File: config.mk
export PLATFORM = sky130hd
export DESIGN_NAME = rvcore_top
export DESIGN_NICKNAME = d
export VERILOG_FILES = /design/src/rtl/rv_pkg.sv /design/src/rtl/core_ctrl.sv /design/src/rtl/exe_stage.sv /design/src/rtl/id_stage.sv /design/src/rtl/regfile.sv /design/src/rtl/rvcore_top.sv
export SDC_FILE = /design/constraint.sdc
export NUM_CORES = 2
export LEC_CHECK = 0
export ABC_CLOCK_PERIOD_IN_PS = 7500
export BUFFER_PORTS_ARGS = -buffer_cell sky130_fd_sc_hd__buf_2
export CORE_MARGIN = 8
export CORE_UTILIZATION = 50
export CTS_BUF_LIST = sky130_fd_sc_hd__clkbuf_8
export CTS_CLUSTER_DIAMETER = 30
export DETAILED_ROUTE_END_ITERATION = 7
export PLACE_DENSITY = 0.66
export SLEW_MARGIN = 0
export SYNTH_ARGS = -nofsm -noshare
export SYNTH_HDL_FRONTEND = slang
export SYNTH_SLANG_ARGS = --single-unit
File: constraint.sdc
create_clock -name clk -period 7.5 [get_ports clk]
set_clock_uncertainty 0.2 [all_clocks]
set_input_delay 0.75 -clock clk [delete_from_list [all_inputs] [get_ports clk]]
set_output_delay 0.75 -clock clk [all_outputs]
set_load 0.05 [all_outputs]
File: src/rtl/rv_pkg.sv
// shared types: xlen, opcode and funct3 codes, stage structs, control states.
package rv_pkg;

  localparam int XLEN = 64;

  // defaults for the core parameters, overridden from the top level.
  localparam logic [XLEN-1:0] DEF_BOOT_ADDR = '0;
  localparam int              DEF_WB_AW     = 32;

  localparam logic [XLEN-1:0] PC_STEP = 4;  // one 32-bit instruction.

  // ----------------------------------------------------------
  // instruction encodings
  // ----------------------------------------------------------
  typedef enum logic [4:0] {
    OPC_LB     = 5'b00000,
    OPC_ADDI   = 5'b00100,
    OPC_AUIPC  = 5'b00101,
    OPC_BRANCH = 5'b11000,
    OPC_JALR   = 5'b11001,
    OPC_JAL    = 5'b11011
  } opcode_e;  // instruction bits 6:2.

  typedef logic [2:0] funct3_e;  // codes repeat between groups.

  localparam funct3_e F3_LB    = 3'b000;
  localparam funct3_e F3_ADDI  = 3'b000;
  localparam funct3_e F3_SLTI  = 3'b010;
  localparam funct3_e F3_SLTIU = 3'b011;
  localparam funct3_e F3_BEQ   = 3'b000;
  localparam funct3_e F3_BNE   = 3'b001;
  localparam funct3_e F3_BLT   = 3'b100;
  localparam funct3_e F3_BGE   = 3'b101;
  localparam funct3_e F3_BLTU  = 3'b110;
  localparam funct3_e F3_BGEU  = 3'b111;

  // ----------------------------------------------------------
  // stage payloads
  // ----------------------------------------------------------
  typedef struct packed {
    opcode_e         opcode;
    funct3_e         funct3;
    logic [XLEN-1:0] op1;
    logic [XLEN-1:0] op2;
    logic [XLEN-1:0] t1;
    logic [4:0]      rd;
    logic            rd_we;
  } dec_s;

  typedef struct packed {
    logic            rd_we;
    logic [4:0]      rd;
    logic [XLEN-1:0] rd_wdata;
    logic            jmp;
    logic [XLEN-1:0] jmp_addr;
    logic            ld;
    logic [XLEN-1:0] ld_addr;
  } exe_res_s;

  typedef struct packed {
    logic [XLEN-1:0] pc;
    logic            rd_we;
    logic [4:0]      rd;
    logic [XLEN-1:0] rd_wdata;
  } commit_s;

  typedef enum logic [2:0] {
    FETCH,
    DECODE,
    EXECUTE,
    MEMORY,
    WRITEBACK
  } ctrl_state_e;

endpackage

File: src/rtl/core_ctrl.sv
// control fsm, pc and instruction registers, wishbone master and byte load alignment.
`timescale 1ns/10ps

module core_ctrl #(
  parameter logic [rv_pkg::XLEN-1:0] BOOT_ADDR = rv_pkg::DEF_BOOT_ADDR,
  parameter int                      WB_AW     = rv_pkg::DEF_WB_AW
) (
  input  logic                    clk,
  input  logic                    rst,
  // wishbone classic master.
  output logic                    wb_cyc_o,
  output logic                    wb_stb_o,
  output logic                    wb_we_o,
  output logic [WB_AW-1:0]        wb_adr_o,
  output logic [3:0]              wb_sel_o,
  input  logic [31:0]             wb_dat_i,
  input  logic                    wb_ack_i,
  // decode and execute side.
  output logic [31:0]             inst_o,
  output logic [rv_pkg::XLEN-1:0] pc_o,
  input  rv_pkg::exe_res_s        res_i,
  // register file write port.
  output logic                    rf_we_o,
  output logic [4:0]              rf_wa_o,
  output logic [rv_pkg::XLEN-1:0] rf_wdata_o,
  // retire trace.
  output logic                    commit_valid_o,
  output rv_pkg::commit_s         commit_o
);

  rv_pkg::ctrl_state_e     state_q;
  rv_pkg::ctrl_state_e     state_d;
  logic [rv_pkg::XLEN-1:0] pc_q;
  logic [rv_pkg::XLEN-1:0] pc_next;
  logic [31:0]             ir_q;
  rv_pkg::exe_res_s        res_q;
  logic                    req_q;
  logic                    bus_done;
  logic [rv_pkg::XLEN-1:0] bus_addr;
  logic [7:0]              ld_byte;

  assign bus_done = req_q && wb_ack_i;

  // ----------------------------------------------------------
  // state machine
  // ----------------------------------------------------------
  always_comb begin
    state_d = state_q;
    case (state_q)
      rv_pkg::FETCH:     if (bus_done) state_d = rv_pkg::DECODE;
      rv_pkg::DECODE:    state_d = rv_pkg::EXECUTE;
      rv_pkg::EXECUTE:   state_d = res_i.ld ? rv_pkg::MEMORY : rv_pkg::WRITEBACK;
      rv_pkg::MEMORY:    if (bus_done) state_d = rv_pkg::WRITEBACK;
      rv_pkg::WRITEBACK: state_d = rv_pkg::FETCH;
      default:           state_d = rv_pkg::FETCH;
    endcase
  end

  assign pc_next = res_q.jmp ? res_q.jmp_addr : pc_q + rv_pkg::PC_STEP;

  always_ff @(posedge clk) begin
    if (rst) begin
      state_q <= rv_pkg::FETCH;
      req_q   <= 1'b0;
      pc_q    <= BOOT_ADDR;
    end else begin
      state_q <= state_d;
      // request is held for as long as the next state needs the bus.
      req_q   <= (state_d == rv_pkg::FETCH) || (state_d == rv_pkg::MEMORY);
      if (state_q == rv_pkg::WRITEBACK) begin
        pc_q <= pc_next;
      end
    end
  end

  // ----------------------------------------------------------
  // instruction and result registers
  // ----------------------------------------------------------
  always_comb begin
    case (res_q.ld_addr[1:0])  // little endian lanes.
      2'd0:    ld_byte = wb_dat_i[7:0];
      2'd1:    ld_byte = wb_dat_i[15:8];
      2'd2:    ld_byte = wb_dat_i[23:16];
      default: ld_byte = wb_dat_i[31:24];
    endcase
  end

  always_ff @(posedge clk) begin
    if ((state_q == rv_pkg::FETCH) && bus_done) begin
      ir_q <= wb_dat_i;
    end
    if (state_q == rv_pkg::EXECUTE) begin
      res_q <= res_i;
    end else if ((state_q == rv_pkg::MEMORY) && bus_done) begin
      res_q.rd_wdata <= {{(rv_pkg::XLEN-8){ld_byte[7]}}, ld_byte};
    end
  end

  assign inst_o = ir_q;
  assign pc_o   = pc_q;

  // ----------------------------------------------------------
  // wishbone master
  // ----------------------------------------------------------
  assign bus_addr = (state_q == rv_pkg::MEMORY) ? res_q.ld_addr : pc_q;

  assign wb_cyc_o = req_q;
  assign wb_stb_o = req_q;
  assign wb_we_o  = 1'b0;                              // read only port.
  assign wb_adr_o = {bus_addr[WB_AW-1:2], 2'b00};
  assign wb_sel_o = (state_q == rv_pkg::MEMORY) ? (4'b0001 << res_q.ld_addr[1:0]) : 4'b1111;

  // ----------------------------------------------------------
  // writeback and commit
  // ----------------------------------------------------------
  assign rf_we_o    = (state_q == rv_pkg::WRITEBACK) && res_q.rd_we;
  assign rf_wa_o    = res_q.rd;
  assign rf_wdata_o = res_q.rd_wdata;

  assign commit_valid_o = (state_q == rv_pkg::WRITEBACK);

  always_comb begin
    commit_o.pc       = pc_q;
    commit_o.rd_we    = res_q.rd_we;
    commit_o.rd       = res_q.rd;
    commit_o.rd_wdata = res_q.rd_wdata;
  end

endmodule

File: src/rtl/exe_stage.sv
// execute block: write data, branch decision, jump target and load address.
`timescale 1ns/10ps

module exe_stage (
  input  rv_pkg::dec_s     dec_i,
  output rv_pkg::exe_res_s res_o
);

  logic [rv_pkg::XLEN-1:0] sum;
  logic                    eq;
  logic                    lt_s;
  logic                    lt_u;
  logic [rv_pkg::XLEN-1:0] rd_data;
  logic                    jmp;
  logic [rv_pkg::XLEN-1:0] jmp_addr;

  // one adder serves auipc, addi, jalr and the load address.
  assign sum  = dec_i.op1 + dec_i.op2;
  assign eq   = (dec_i.op1 == dec_i.op2);
  assign lt_s = ($signed(dec_i.op1) < $signed(dec_i.op2));
  assign lt_u = (dec_i.op1 < dec_i.op2);

  // ----------------------------------------------------------
  // rd write data
  // ----------------------------------------------------------
  always_comb begin
    rd_data = '0;
    case (dec_i.opcode)
      rv_pkg::OPC_AUIPC: rd_data = sum;
      rv_pkg::OPC_ADDI: begin
        case (dec_i.funct3)
          rv_pkg::F3_ADDI:  rd_data = sum;
          rv_pkg::F3_SLTI:  rd_data = {{(rv_pkg::XLEN-1){1'b0}}, lt_s};
          rv_pkg::F3_SLTIU: rd_data = {{(rv_pkg::XLEN-1){1'b0}}, lt_u};
          default: ;
        endcase
      end
      rv_pkg::OPC_JAL:  rd_data = dec_i.op1;
      rv_pkg::OPC_JALR: rd_data = dec_i.t1;
      default: ;  // lb data is filled in by the memory access.
    endcase
  end

  // ----------------------------------------------------------
  // control transfer
  // ----------------------------------------------------------
  always_comb begin
    jmp      = 1'b0;
    jmp_addr = '0;
    case (dec_i.opcode)
      rv_pkg::OPC_JAL: begin
        jmp      = 1'b1;
        jmp_addr = dec_i.op2;
      end
      rv_pkg::OPC_JALR: begin
        jmp      = 1'b1;
        jmp_addr = {sum[rv_pkg::XLEN-1:1], 1'b0};
      end
      rv_pkg::OPC_BRANCH: begin
        jmp_addr = dec_i.t1;
        case (dec_i.funct3)
          rv_pkg::F3_BEQ:  jmp = eq;
          rv_pkg::F3_BNE:  jmp = !eq;
          rv_pkg::F3_BLT:  jmp = lt_s;
          rv_pkg::F3_BGE:  jmp = !lt_s;
          rv_pkg::F3_BLTU: jmp = lt_u;
          rv_pkg::F3_BGEU: jmp = !lt_u;
          default:         jmp = 1'b0;
        endcase
      end
      default: ;
    endcase
  end

  always_comb begin
    res_o.rd_we    = dec_i.rd_we;
    res_o.rd       = dec_i.rd;
    res_o.rd_wdata = rd_data;
    res_o.jmp      = jmp;
    res_o.jmp_addr = jmp_addr;
    res_o.ld       = (dec_i.opcode == rv_pkg::OPC_LB) && (dec_i.funct3 == rv_pkg::F3_LB);
    res_o.ld_addr  = sum;
  end

endmodule

File: src/rtl/id_stage.sv
// instruction decoder: field extraction, immediates and operand selection.
`timescale 1ns/10ps

module id_stage (
  input  logic [31:0]             inst_i,
  input  logic [rv_pkg::XLEN-1:0] pc_i,
  output logic [4:0]              ra_o,
  output logic [4:0]              rb_o,
  input  logic [rv_pkg::XLEN-1:0] rdata_a_i,
  input  logic [rv_pkg::XLEN-1:0] rdata_b_i,
  output rv_pkg::dec_s            dec_o
);

  rv_pkg::opcode_e         opcode;
  rv_pkg::funct3_e         funct3;
  logic [4:0]              rd;
  logic [rv_pkg::XLEN-1:0] imm_i;
  logic [rv_pkg::XLEN-1:0] imm_u;
  logic [rv_pkg::XLEN-1:0] imm_b;
  logic [rv_pkg::XLEN-1:0] imm_j;
  logic [rv_pkg::XLEN-1:0] pc_plus4;

  assign opcode = rv_pkg::opcode_e'(inst_i[6:2]);
  assign funct3 = inst_i[14:12];
  assign rd     = inst_i[11:7];
  assign ra_o   = inst_i[19:15];
  assign rb_o   = inst_i[24:20];

  // ----------------------------------------------------------
  // immediates, all sign extended from bit 31
  // ----------------------------------------------------------
  assign imm_i = {{(rv_pkg::XLEN-12){inst_i[31]}}, inst_i[31:20]};
  assign imm_u = {{(rv_pkg::XLEN-32){inst_i[31]}}, inst_i[31:12], 12'b0};
  assign imm_b = {{(rv_pkg::XLEN-13){inst_i[31]}}, inst_i[31], inst_i[7],
                  inst_i[30:25], inst_i[11:8], 1'b0};
  assign imm_j = {{(rv_pkg::XLEN-21){inst_i[31]}}, inst_i[31], inst_i[19:12],
                  inst_i[20], inst_i[30:21], 1'b0};

  assign pc_plus4 = pc_i + rv_pkg::PC_STEP;

  // ----------------------------------------------------------
  // operand selection
  // ----------------------------------------------------------
  always_comb begin
    dec_o.opcode = opcode;
    dec_o.funct3 = funct3;
    dec_o.rd     = rd;
    dec_o.op1    = '0;
    dec_o.op2    = '0;
    dec_o.t1     = '0;
    dec_o.rd_we  = 1'b0;
    case (opcode)
      rv_pkg::OPC_AUIPC: begin
        dec_o.op1   = pc_i;
        dec_o.op2   = imm_u;
        dec_o.rd_we = 1'b1;
      end
      rv_pkg::OPC_ADDI: begin
        dec_o.op1   = rdata_a_i;
        dec_o.op2   = imm_i;
        // other immediate alu ops are not implemented.
        dec_o.rd_we = (funct3 == rv_pkg::F3_ADDI) || (funct3 == rv_pkg::F3_SLTI) ||
                      (funct3 == rv_pkg::F3_SLTIU);
      end
      rv_pkg::OPC_LB: begin
        dec_o.op1   = rdata_a_i;
        dec_o.op2   = imm_i;
        dec_o.rd_we = (funct3 == rv_pkg::F3_LB);  // byte loads only.
      end
      rv_pkg::OPC_JAL: begin
        dec_o.op1   = pc_plus4;           // link value.
        dec_o.op2   = pc_i + imm_j;       // target.
        dec_o.rd_we = 1'b1;
      end
      rv_pkg::OPC_JALR: begin
        dec_o.op1   = rdata_a_i;
        dec_o.op2   = imm_i;
        dec_o.t1    = pc_plus4;
        dec_o.rd_we = 1'b1;
      end
      rv_pkg::OPC_BRANCH: begin
        dec_o.op1 = rdata_a_i;
        dec_o.op2 = rdata_b_i;
        dec_o.t1  = pc_i + imm_b;         // taken target.
      end
      default: ;
    endcase
    if (rd == 5'd0) begin
      dec_o.rd_we = 1'b0;
    end
  end

endmodule

File: src/rtl/regfile.sv
// integer register file: 31 writable 64-bit registers, x0 tied to zero.
`timescale 1ns/10ps

module regfile (
  input  logic                    clk,
  input  logic                    rst,
  input  logic [4:0]              ra_i,
  input  logic [4:0]              rb_i,
  output logic [rv_pkg::XLEN-1:0] rdata_a_o,
  output logic [rv_pkg::XLEN-1:0] rdata_b_o,
  input  logic                    we_i,
  input  logic [4:0]              wa_i,
  input  logic [rv_pkg::XLEN-1:0] wdata_i
);

  logic [rv_pkg::XLEN-1:0] regs [1:31];  // no storage behind x0.

  always_ff @(posedge clk) begin
    if (rst) begin
      for (int i = 1; i < 32; i++) begin
        regs[i] <= '0;
      end
    end else if (we_i && (wa_i != 5'd0)) begin
      regs[wa_i] <= wdata_i;
    end
  end

  // asynchronous reads, the write lands on the next edge.
  assign rdata_a_o = (ra_i == 5'd0) ? '0 : regs[ra_i];
  assign rdata_b_o = (rb_i == 5'd0) ? '0 : regs[rb_i];

endmodule

File: src/rtl/rvcore_top.sv
// core top level: control, decode, register file and execute.
`timescale 1ns/10ps

module rvcore_top #(
  parameter logic [rv_pkg::XLEN-1:0] BOOT_ADDR = rv_pkg::DEF_BOOT_ADDR,
  parameter int                      WB_AW     = rv_pkg::DEF_WB_AW
) (
  input  logic             clk,
  input  logic             rst,
  output logic             wb_cyc_o,
  output logic             wb_stb_o,
  output logic             wb_we_o,
  output logic [WB_AW-1:0] wb_adr_o,
  output logic [3:0]       wb_sel_o,
  input  logic [31:0]      wb_dat_i,
  input  logic             wb_ack_i,
  output logic             commit_valid_o,
  output rv_pkg::commit_s  commit_o
);

  logic [31:0]             inst;
  logic [rv_pkg::XLEN-1:0] pc;
  logic [4:0]              ra;
  logic [4:0]              rb;
  logic [rv_pkg::XLEN-1:0] rdata_a;
  logic [rv_pkg::XLEN-1:0] rdata_b;
  rv_pkg::dec_s            dec;
  rv_pkg::exe_res_s        res;
  logic                    rf_we;
  logic [4:0]              rf_wa;
  logic [rv_pkg::XLEN-1:0] rf_wdata;

  core_ctrl #(
    .BOOT_ADDR (BOOT_ADDR),
    .WB_AW     (WB_AW)
  ) u_ctrl (
    .clk            (clk),
    .rst            (rst),
    .wb_cyc_o       (wb_cyc_o),
    .wb_stb_o       (wb_stb_o),
    .wb_we_o        (wb_we_o),
    .wb_adr_o       (wb_adr_o),
    .wb_sel_o       (wb_sel_o),
    .wb_dat_i       (wb_dat_i),
    .wb_ack_i       (wb_ack_i),
    .inst_o         (inst),
    .pc_o           (pc),
    .res_i          (res),
    .rf_we_o        (rf_we),
    .rf_wa_o        (rf_wa),
    .rf_wdata_o     (rf_wdata),
    .commit_valid_o (commit_valid_o),
    .commit_o       (commit_o)
  );

  id_stage u_id (
    .inst_i    (inst),
    .pc_i      (pc),
    .ra_o      (ra),
    .rb_o      (rb),
    .rdata_a_i (rdata_a),
    .rdata_b_i (rdata_b),
    .dec_o     (dec)
  );

  regfile u_rf (
    .clk       (clk),
    .rst       (rst),
    .ra_i      (ra),
    .rb_i      (rb),
    .rdata_a_o (rdata_a),
    .rdata_b_o (rdata_b),
    .we_i      (rf_we),
    .wa_i      (rf_wa),
    .wdata_i   (rf_wdata)
  );

  exe_stage u_exe (
    .dec_i (dec),
    .res_o (res)
  );

endmodule

# == Yosys cells after proc, flatten, opt, wreduce, memory -nomap -nowiden ==
# Memory sizes are Yosys's and may differ from the RTL's. A register that Yosys moved wholly into a read port is not among the register bits.
# Cells that the tools add are included.
# op_classes
n_mul,0
bitwise,0
n_mux,30
n_eq_ne,20
n_reduce_logical,26
magnitude_cmp,2
addsub,4
shift,1
n_div,0
# op_table
operator,n
one-hot mux 128 bit (4 select lines),1
two-way mux 64 bit,7
one-hot mux 64 bit (3 select lines),2
one-hot mux 64 bit (4 select lines),1
adder 64 bit,3
less-than comparator 64 bit,2
adder 64 x 3 -> 64 bit (second input constant),1
equality test 64 bit,1
OR reduction 64 bit,1
two-way mux 32 bit,1
one-hot mux 8 bit (3 select lines),1
zero test 5 bit,4
equality test 3 x 2 -> 1 bit (second input constant),5
equality test 3 bit (second input constant),5
equality test 5 bit (second input constant),3
two-way mux 5 bit,3
one-hot mux 3 bit (4 select lines),1
equality test 5 x 3 -> 1 bit (second input constant),2
zero test 3 bit,3
two-way mux 3 bit,3
equality test 3 x 1 -> 1 bit (second input constant),2
logical AND 1 bit,6
two-way mux 1 bit,6
one-hot mux 1 bit (6 select lines),1
other kinds (13),18
# totals
n_memories,1
input_bits,35
latchBits,0
rom_bits,0
mem_bits_rw,1984
out_inout_bits,174
register_bits,267
elab_cells,94
# memory_table
memory,words,word_bits,rd,rd_ports_with_merged_regs,wr,line_no,source
u_rf.regs,31,64,2,2,31,regfile.sv:16,logic [rv_pkg::XLEN-1:0] regs [1:31];

# == Logic depth before layout (Yosys ltp) ==
# logic_depth
ltp_word,8
ltp_mapped,26
depth_no_buf,24

# == Hierarchy ==
# Synthesis repeated with hierarchy kept, for this count alone.
# unflattened
cells_unflattened,11323
area_unflattened_um2,141052.8
# by_module_without_submodules
mod,instances,area_each_um2,seq_area_each_um2,cells_each
regfile,1,108256.3,61499.0,7055
core_ctrl,1,13300.3,7337.0,1172
id_stage,1,10979.3,0.0,1761
exe_stage,1,8516.9,0.0,1335

# == Worst setup path before layout ==
# No wires, ideal clock.
# synth_path
path_type,flip-flop to flip-flop
startpoint,"register u_ctrl.ir_q[31], in the netlist u_ctrl.inst_o[31]"
endpoint,"register u_ctrl.res_q, in the netlist u_ctrl.rf_wdata_o[0] (data pin)"
path_buffers,2
synth_period_minus_slack_ns,6.688
required_ns,6.871
path_slack_ns,0.812
stages_incl_launch_ff,24
arrival_time_ns,6.059
setup_time_ns,0.429
path_cell_list,edfxtp_1 -> ha_1 -> clkbuf_1 -> a21oi_1 -> o21ai_0 -> a221oi_1 -> a21oi_1 -> or4_1 -> o211ai_1 -> o21ai_0 -> xor2_1 -> a21o_1 -> ha_1 -> buf_2 -> inv_1 -> a21oi_1 -> o21bai_1 -> a211oi_1 -> o21ai_0 -> a31o_2 -> a2111oi_0 -> mux2i_1 -> o21ai_0 -> a31oi_1
# synth_between
elab_chain_len,6
word_cells_on_any_way,7
cone_classes,1 x add/sub; 2 x order compare; 4 x mux
# synth_lines
item,line_no,source
from (decl),core_ctrl.sv:35,logic [31:0] ir_q;
from (signal assigned),core_ctrl.sv:90,ir_q <= wb_dat_i;
adder 64 bit,id_stage.sv:72,dec_o.op2 = pc_i + imm_j;
one-hot mux 128 bit (4 select lines) *,id_stage.sv:52,case (opcode)
less-than comparator 64 bit (on tied branches),"exe_stage.sv:21, exe_stage.sv:20",
one-hot mux 64 bit (3 select lines) *,exe_stage.sv:31,case (dec_i.funct3)
one-hot mux 64 bit (4 select lines) *,exe_stage.sv:28,case (dec_i.opcode)
two-way mux 64 bit *,core_ctrl.sv:92,if (state_q == rv_pkg::EXECUTE) begin
to (signal assigned),core_ctrl.sv:93,res_q <= res_i;
to (decl),core_ctrl.sv:36,rv_pkg::exe_res_s res_q;
# Mark *: on every way between the ends. The rest lies on a longest branch, timed or not.
# A chain may end at the register's enable or synchronous reset.

==> results.md <==
* Status: finished with violations
* Failing checks: antenna rules
* Crit share post-route at 96.7%
* Element type at the critical path start: flop
* Worst slew pin tran at 1440 ps
* Post-route setup TNS at 0 ps
* Final setup viols at 0
* IR drop worst, VDD at 134 µV
* Avg Vias per Cell at 6.97
* Max_slew headroom at 4.26%
* Final Util at 57.1%
* Placed cell count at 13195
* Seq/Total Area, Yosys at 51.1%
* DRT iter0 DRCs at 17647
* CP endpoint kind: flop
* Initial Util at 50.1%
* GR Overflow Total at 0
* M1 GR Usage at 49.5%
* Share of cells above drive strength 1 at 28.1%
* Worst skew pair latency at 1080 ps
* Total Nets Final at 10436
* Fmax at 138 MHz
* GR Util All Layers at 37.7%
* Critical path class: flop to flop
* Placed instance area at 142000 µm²
* Met2 GRT Util at 56.2%
* Final hold vios at 0
* Post-layout min period at 7250 ps
* Static leakage at 57.3 nW
* Final HPWL DP at 343 mm
* Post-synth EDFFs at 2245
* Post-route worst setup slack at 245 ps
* Die Footprint at 287000 µm²
* Most common cell after layout, fill and taps aside: edfxtp_1
* TritonCTS clock tree: yes
* Clock Path Buffers at 4
* Post-route design area at 154000 µm²
* Synthesis-stage register bit count at 2323
* Via count at 99149
* Predominant post-synthesis flop cell: edfxtp_1
* Die W at 536 µm
* Final max-slew violation count at 0
* Die H at 536 µm
* Drt wl/cell at 39.0 µm
* Pwr dens at 231 nW/µm²
* Vias in the first global route at 96507
* Yosys warning total at 0
* First-pass GRT wire length at 757 mm
* Max_cap viols at 0
* Worst hold-check path type: primary input to flop
* Max FO, Critical Path at 24
* Met3 Use GR at 13.5%
* CP required at 8010 ps
* CTS Root Cell: clkbuf_8
* Dpl ws at -420 ps
* I/O Pins at 209
* Syn Inst Count at 9847
* Commonest non-fill, non-tap cells in the layout: edfxtp_1 (2245), and2_1 (2009), mux4_2 (1288)
* Routed Antenna Nets at 1
* Final wirelength at 555 mm
* Row cnt at 191
* Ys async rst share at 0%
* Avg Cell Area, Syn at 13.7 µm²
* Mapped Area at 135000 µm²
* Total power at 35.5 mW
* Initial antenna violation count at 78
* Cell Count, Final, Fillers Out at 14225
* Largest net degree at the start of global routing at 89
* Area delta synth->final at 14.0%
* Clock sink total at 2323
* Layout fillers at 21315
* DR pass1 iterations at 6
* GPL Wtd Cong at 0.975
* H-tree levels at 6
* Total CTS buffers at 535
* Area of the core at 270000 µm²
* Worst path arrival time at 7770 ps
* Cell variety after synth at 94
* Unrepaired setup endpoints after global routing: false
* PortBufs at 205
* Worst hold margin at 145 ps
* # DRC at 0
* Reg clk slew, reported paths at 60 ps
* Busiest grt layer: met2
-- flip-flops by register name, indices dropped and copies added, names as in the netlist, named ones only --
signal             cells
u_ctrl.res_q          97
u_rf.regs           2048
u_ctrl.pc_o           64
u_ctrl.rf_wdata_o     64
u_ctrl.wb_cyc_o        1
u_ctrl.rf_wa_o         5
u_ctrl.commit_o        1
u_ctrl.inst_o         30
u_ctrl.state_q         3
-- report_power, final --
part | switching (mW) | leakage (nW) | total, mW | internal, mW
Clock | 6.46 | 6.04 | 15.6 | 9.17
Sequential | 0.327 | 23.6 | 15.0 | 14.6
Combinational | 2.88 | 27.6 | 4.93 | 2.05
-- cells in the mapped netlist (all sizes together), types with 22 or more instances --
cell type     n  area, µm²
o21ai       323       1620
o211ai       40        305
xor2         98        866
dfxtp        78       1560
nor2        341       1280
nand2       434       1630
buf         239       1240
nor2b        24        150
a31oi        24        156
a22oi        68        510
o221ai       65        569
nand4        54        353
edfxtp     2245      67400
mux2i       131       1310
nand3        80        410
xnor2       123       1080
clkbuf      812       3050
nand2b       36        225
o21bai       42        315
inv         146        548
o21a         29        218
mux2         22        248
and2       2009      12600
o31ai        26        195
nor3         89        484
a211oi       25        193
ha          203       2540
a221o        25        250
and3         25        156
or2          42        263
a21oi       341       1710
a21o         77        578
mux4       1288      29000
-- cells by family after synthesis --
family                   Yosys count  synth area share [%]
flip-flops                      2323                  51.1
AO/OA/AOI/OAI                   1233                  5.87
multiplexers                    1441                  22.6
adder cells (fa/ha/maj)          206                  1.93
XOR/XNOR                         221                  1.44
other                              1               0.00278
AND/OR/NAND/NOR                 3225                  13.5
buffers and inverters           1197                  3.58
-- worst max-delay path: stages (launching register included) --
cell,delay [ps]
dfxtp_4,540
buf_12,300
buf_12,270
buf_4,220
buf_4,350
mux4_2,550
mux4_2,470
mux2i_1,720
o21ai_0,240
a21o_1,210
ha_1,470
nand3_1,200
o221a_2,320
o21ai_0,270
a21oi_1,150
o21a_1,220
a222oi_1,270
o311ai_0,320
buf_4,250
a221o_1,300
-- area by class of cell --
class / count / area, µm² / area share (%)
diodes: 44 / 110 / 0.0715
clock buffers: 558 / 7680 / 4.99
flip-flops and latches: 2323 / 69000 / 44.8
clock inverters: 395 / 3620 / 2.35
multi-input cells: 6393 / 61900 / 40.2
inverters: 146 / 548 / 0.356
repair buffers: 796 / 6650 / 4.32
well taps: 3570 / 4470 / 2.90
-- final timing paths --
check | cells after the start | to | slack, ps | startpoint
max | 19 | u_ctrl.rf_wdata_o[63] | 250 | flop
min | 4 | u_ctrl.rf_wdata_o[1] | 150 | wb_dat_i[1]
max reg2reg | 19 | u_ctrl.rf_wdata_o[63] | 250 | flop
min reg2reg | 0 | u_ctrl.rf_wa_o[4] | 340 | u_ctrl.inst_o[11]
-- per-layer routing --
layer / part of all wire [%] / up-vias / routed length [µm]
li1: - / 38386 / -
met1: 35 / 50308 / 194000
met2: 44 / 8861 / 244000
met3: 16 / 1572 / 88600
met4: 5.2 / 22 / 28900
met5: 0.027 / - / 152
-- what timing repair did --
item | CTS | global route
hold buffers | 32 | 0
setup endpoints to repair | 8 | 9
pin swaps | 0 | 1
buffers inserted | 0 | 1
endpoints found under the hold margin | 51 | 0
resized for setup | 2 | 9
(Power assumes the default switching activity.)
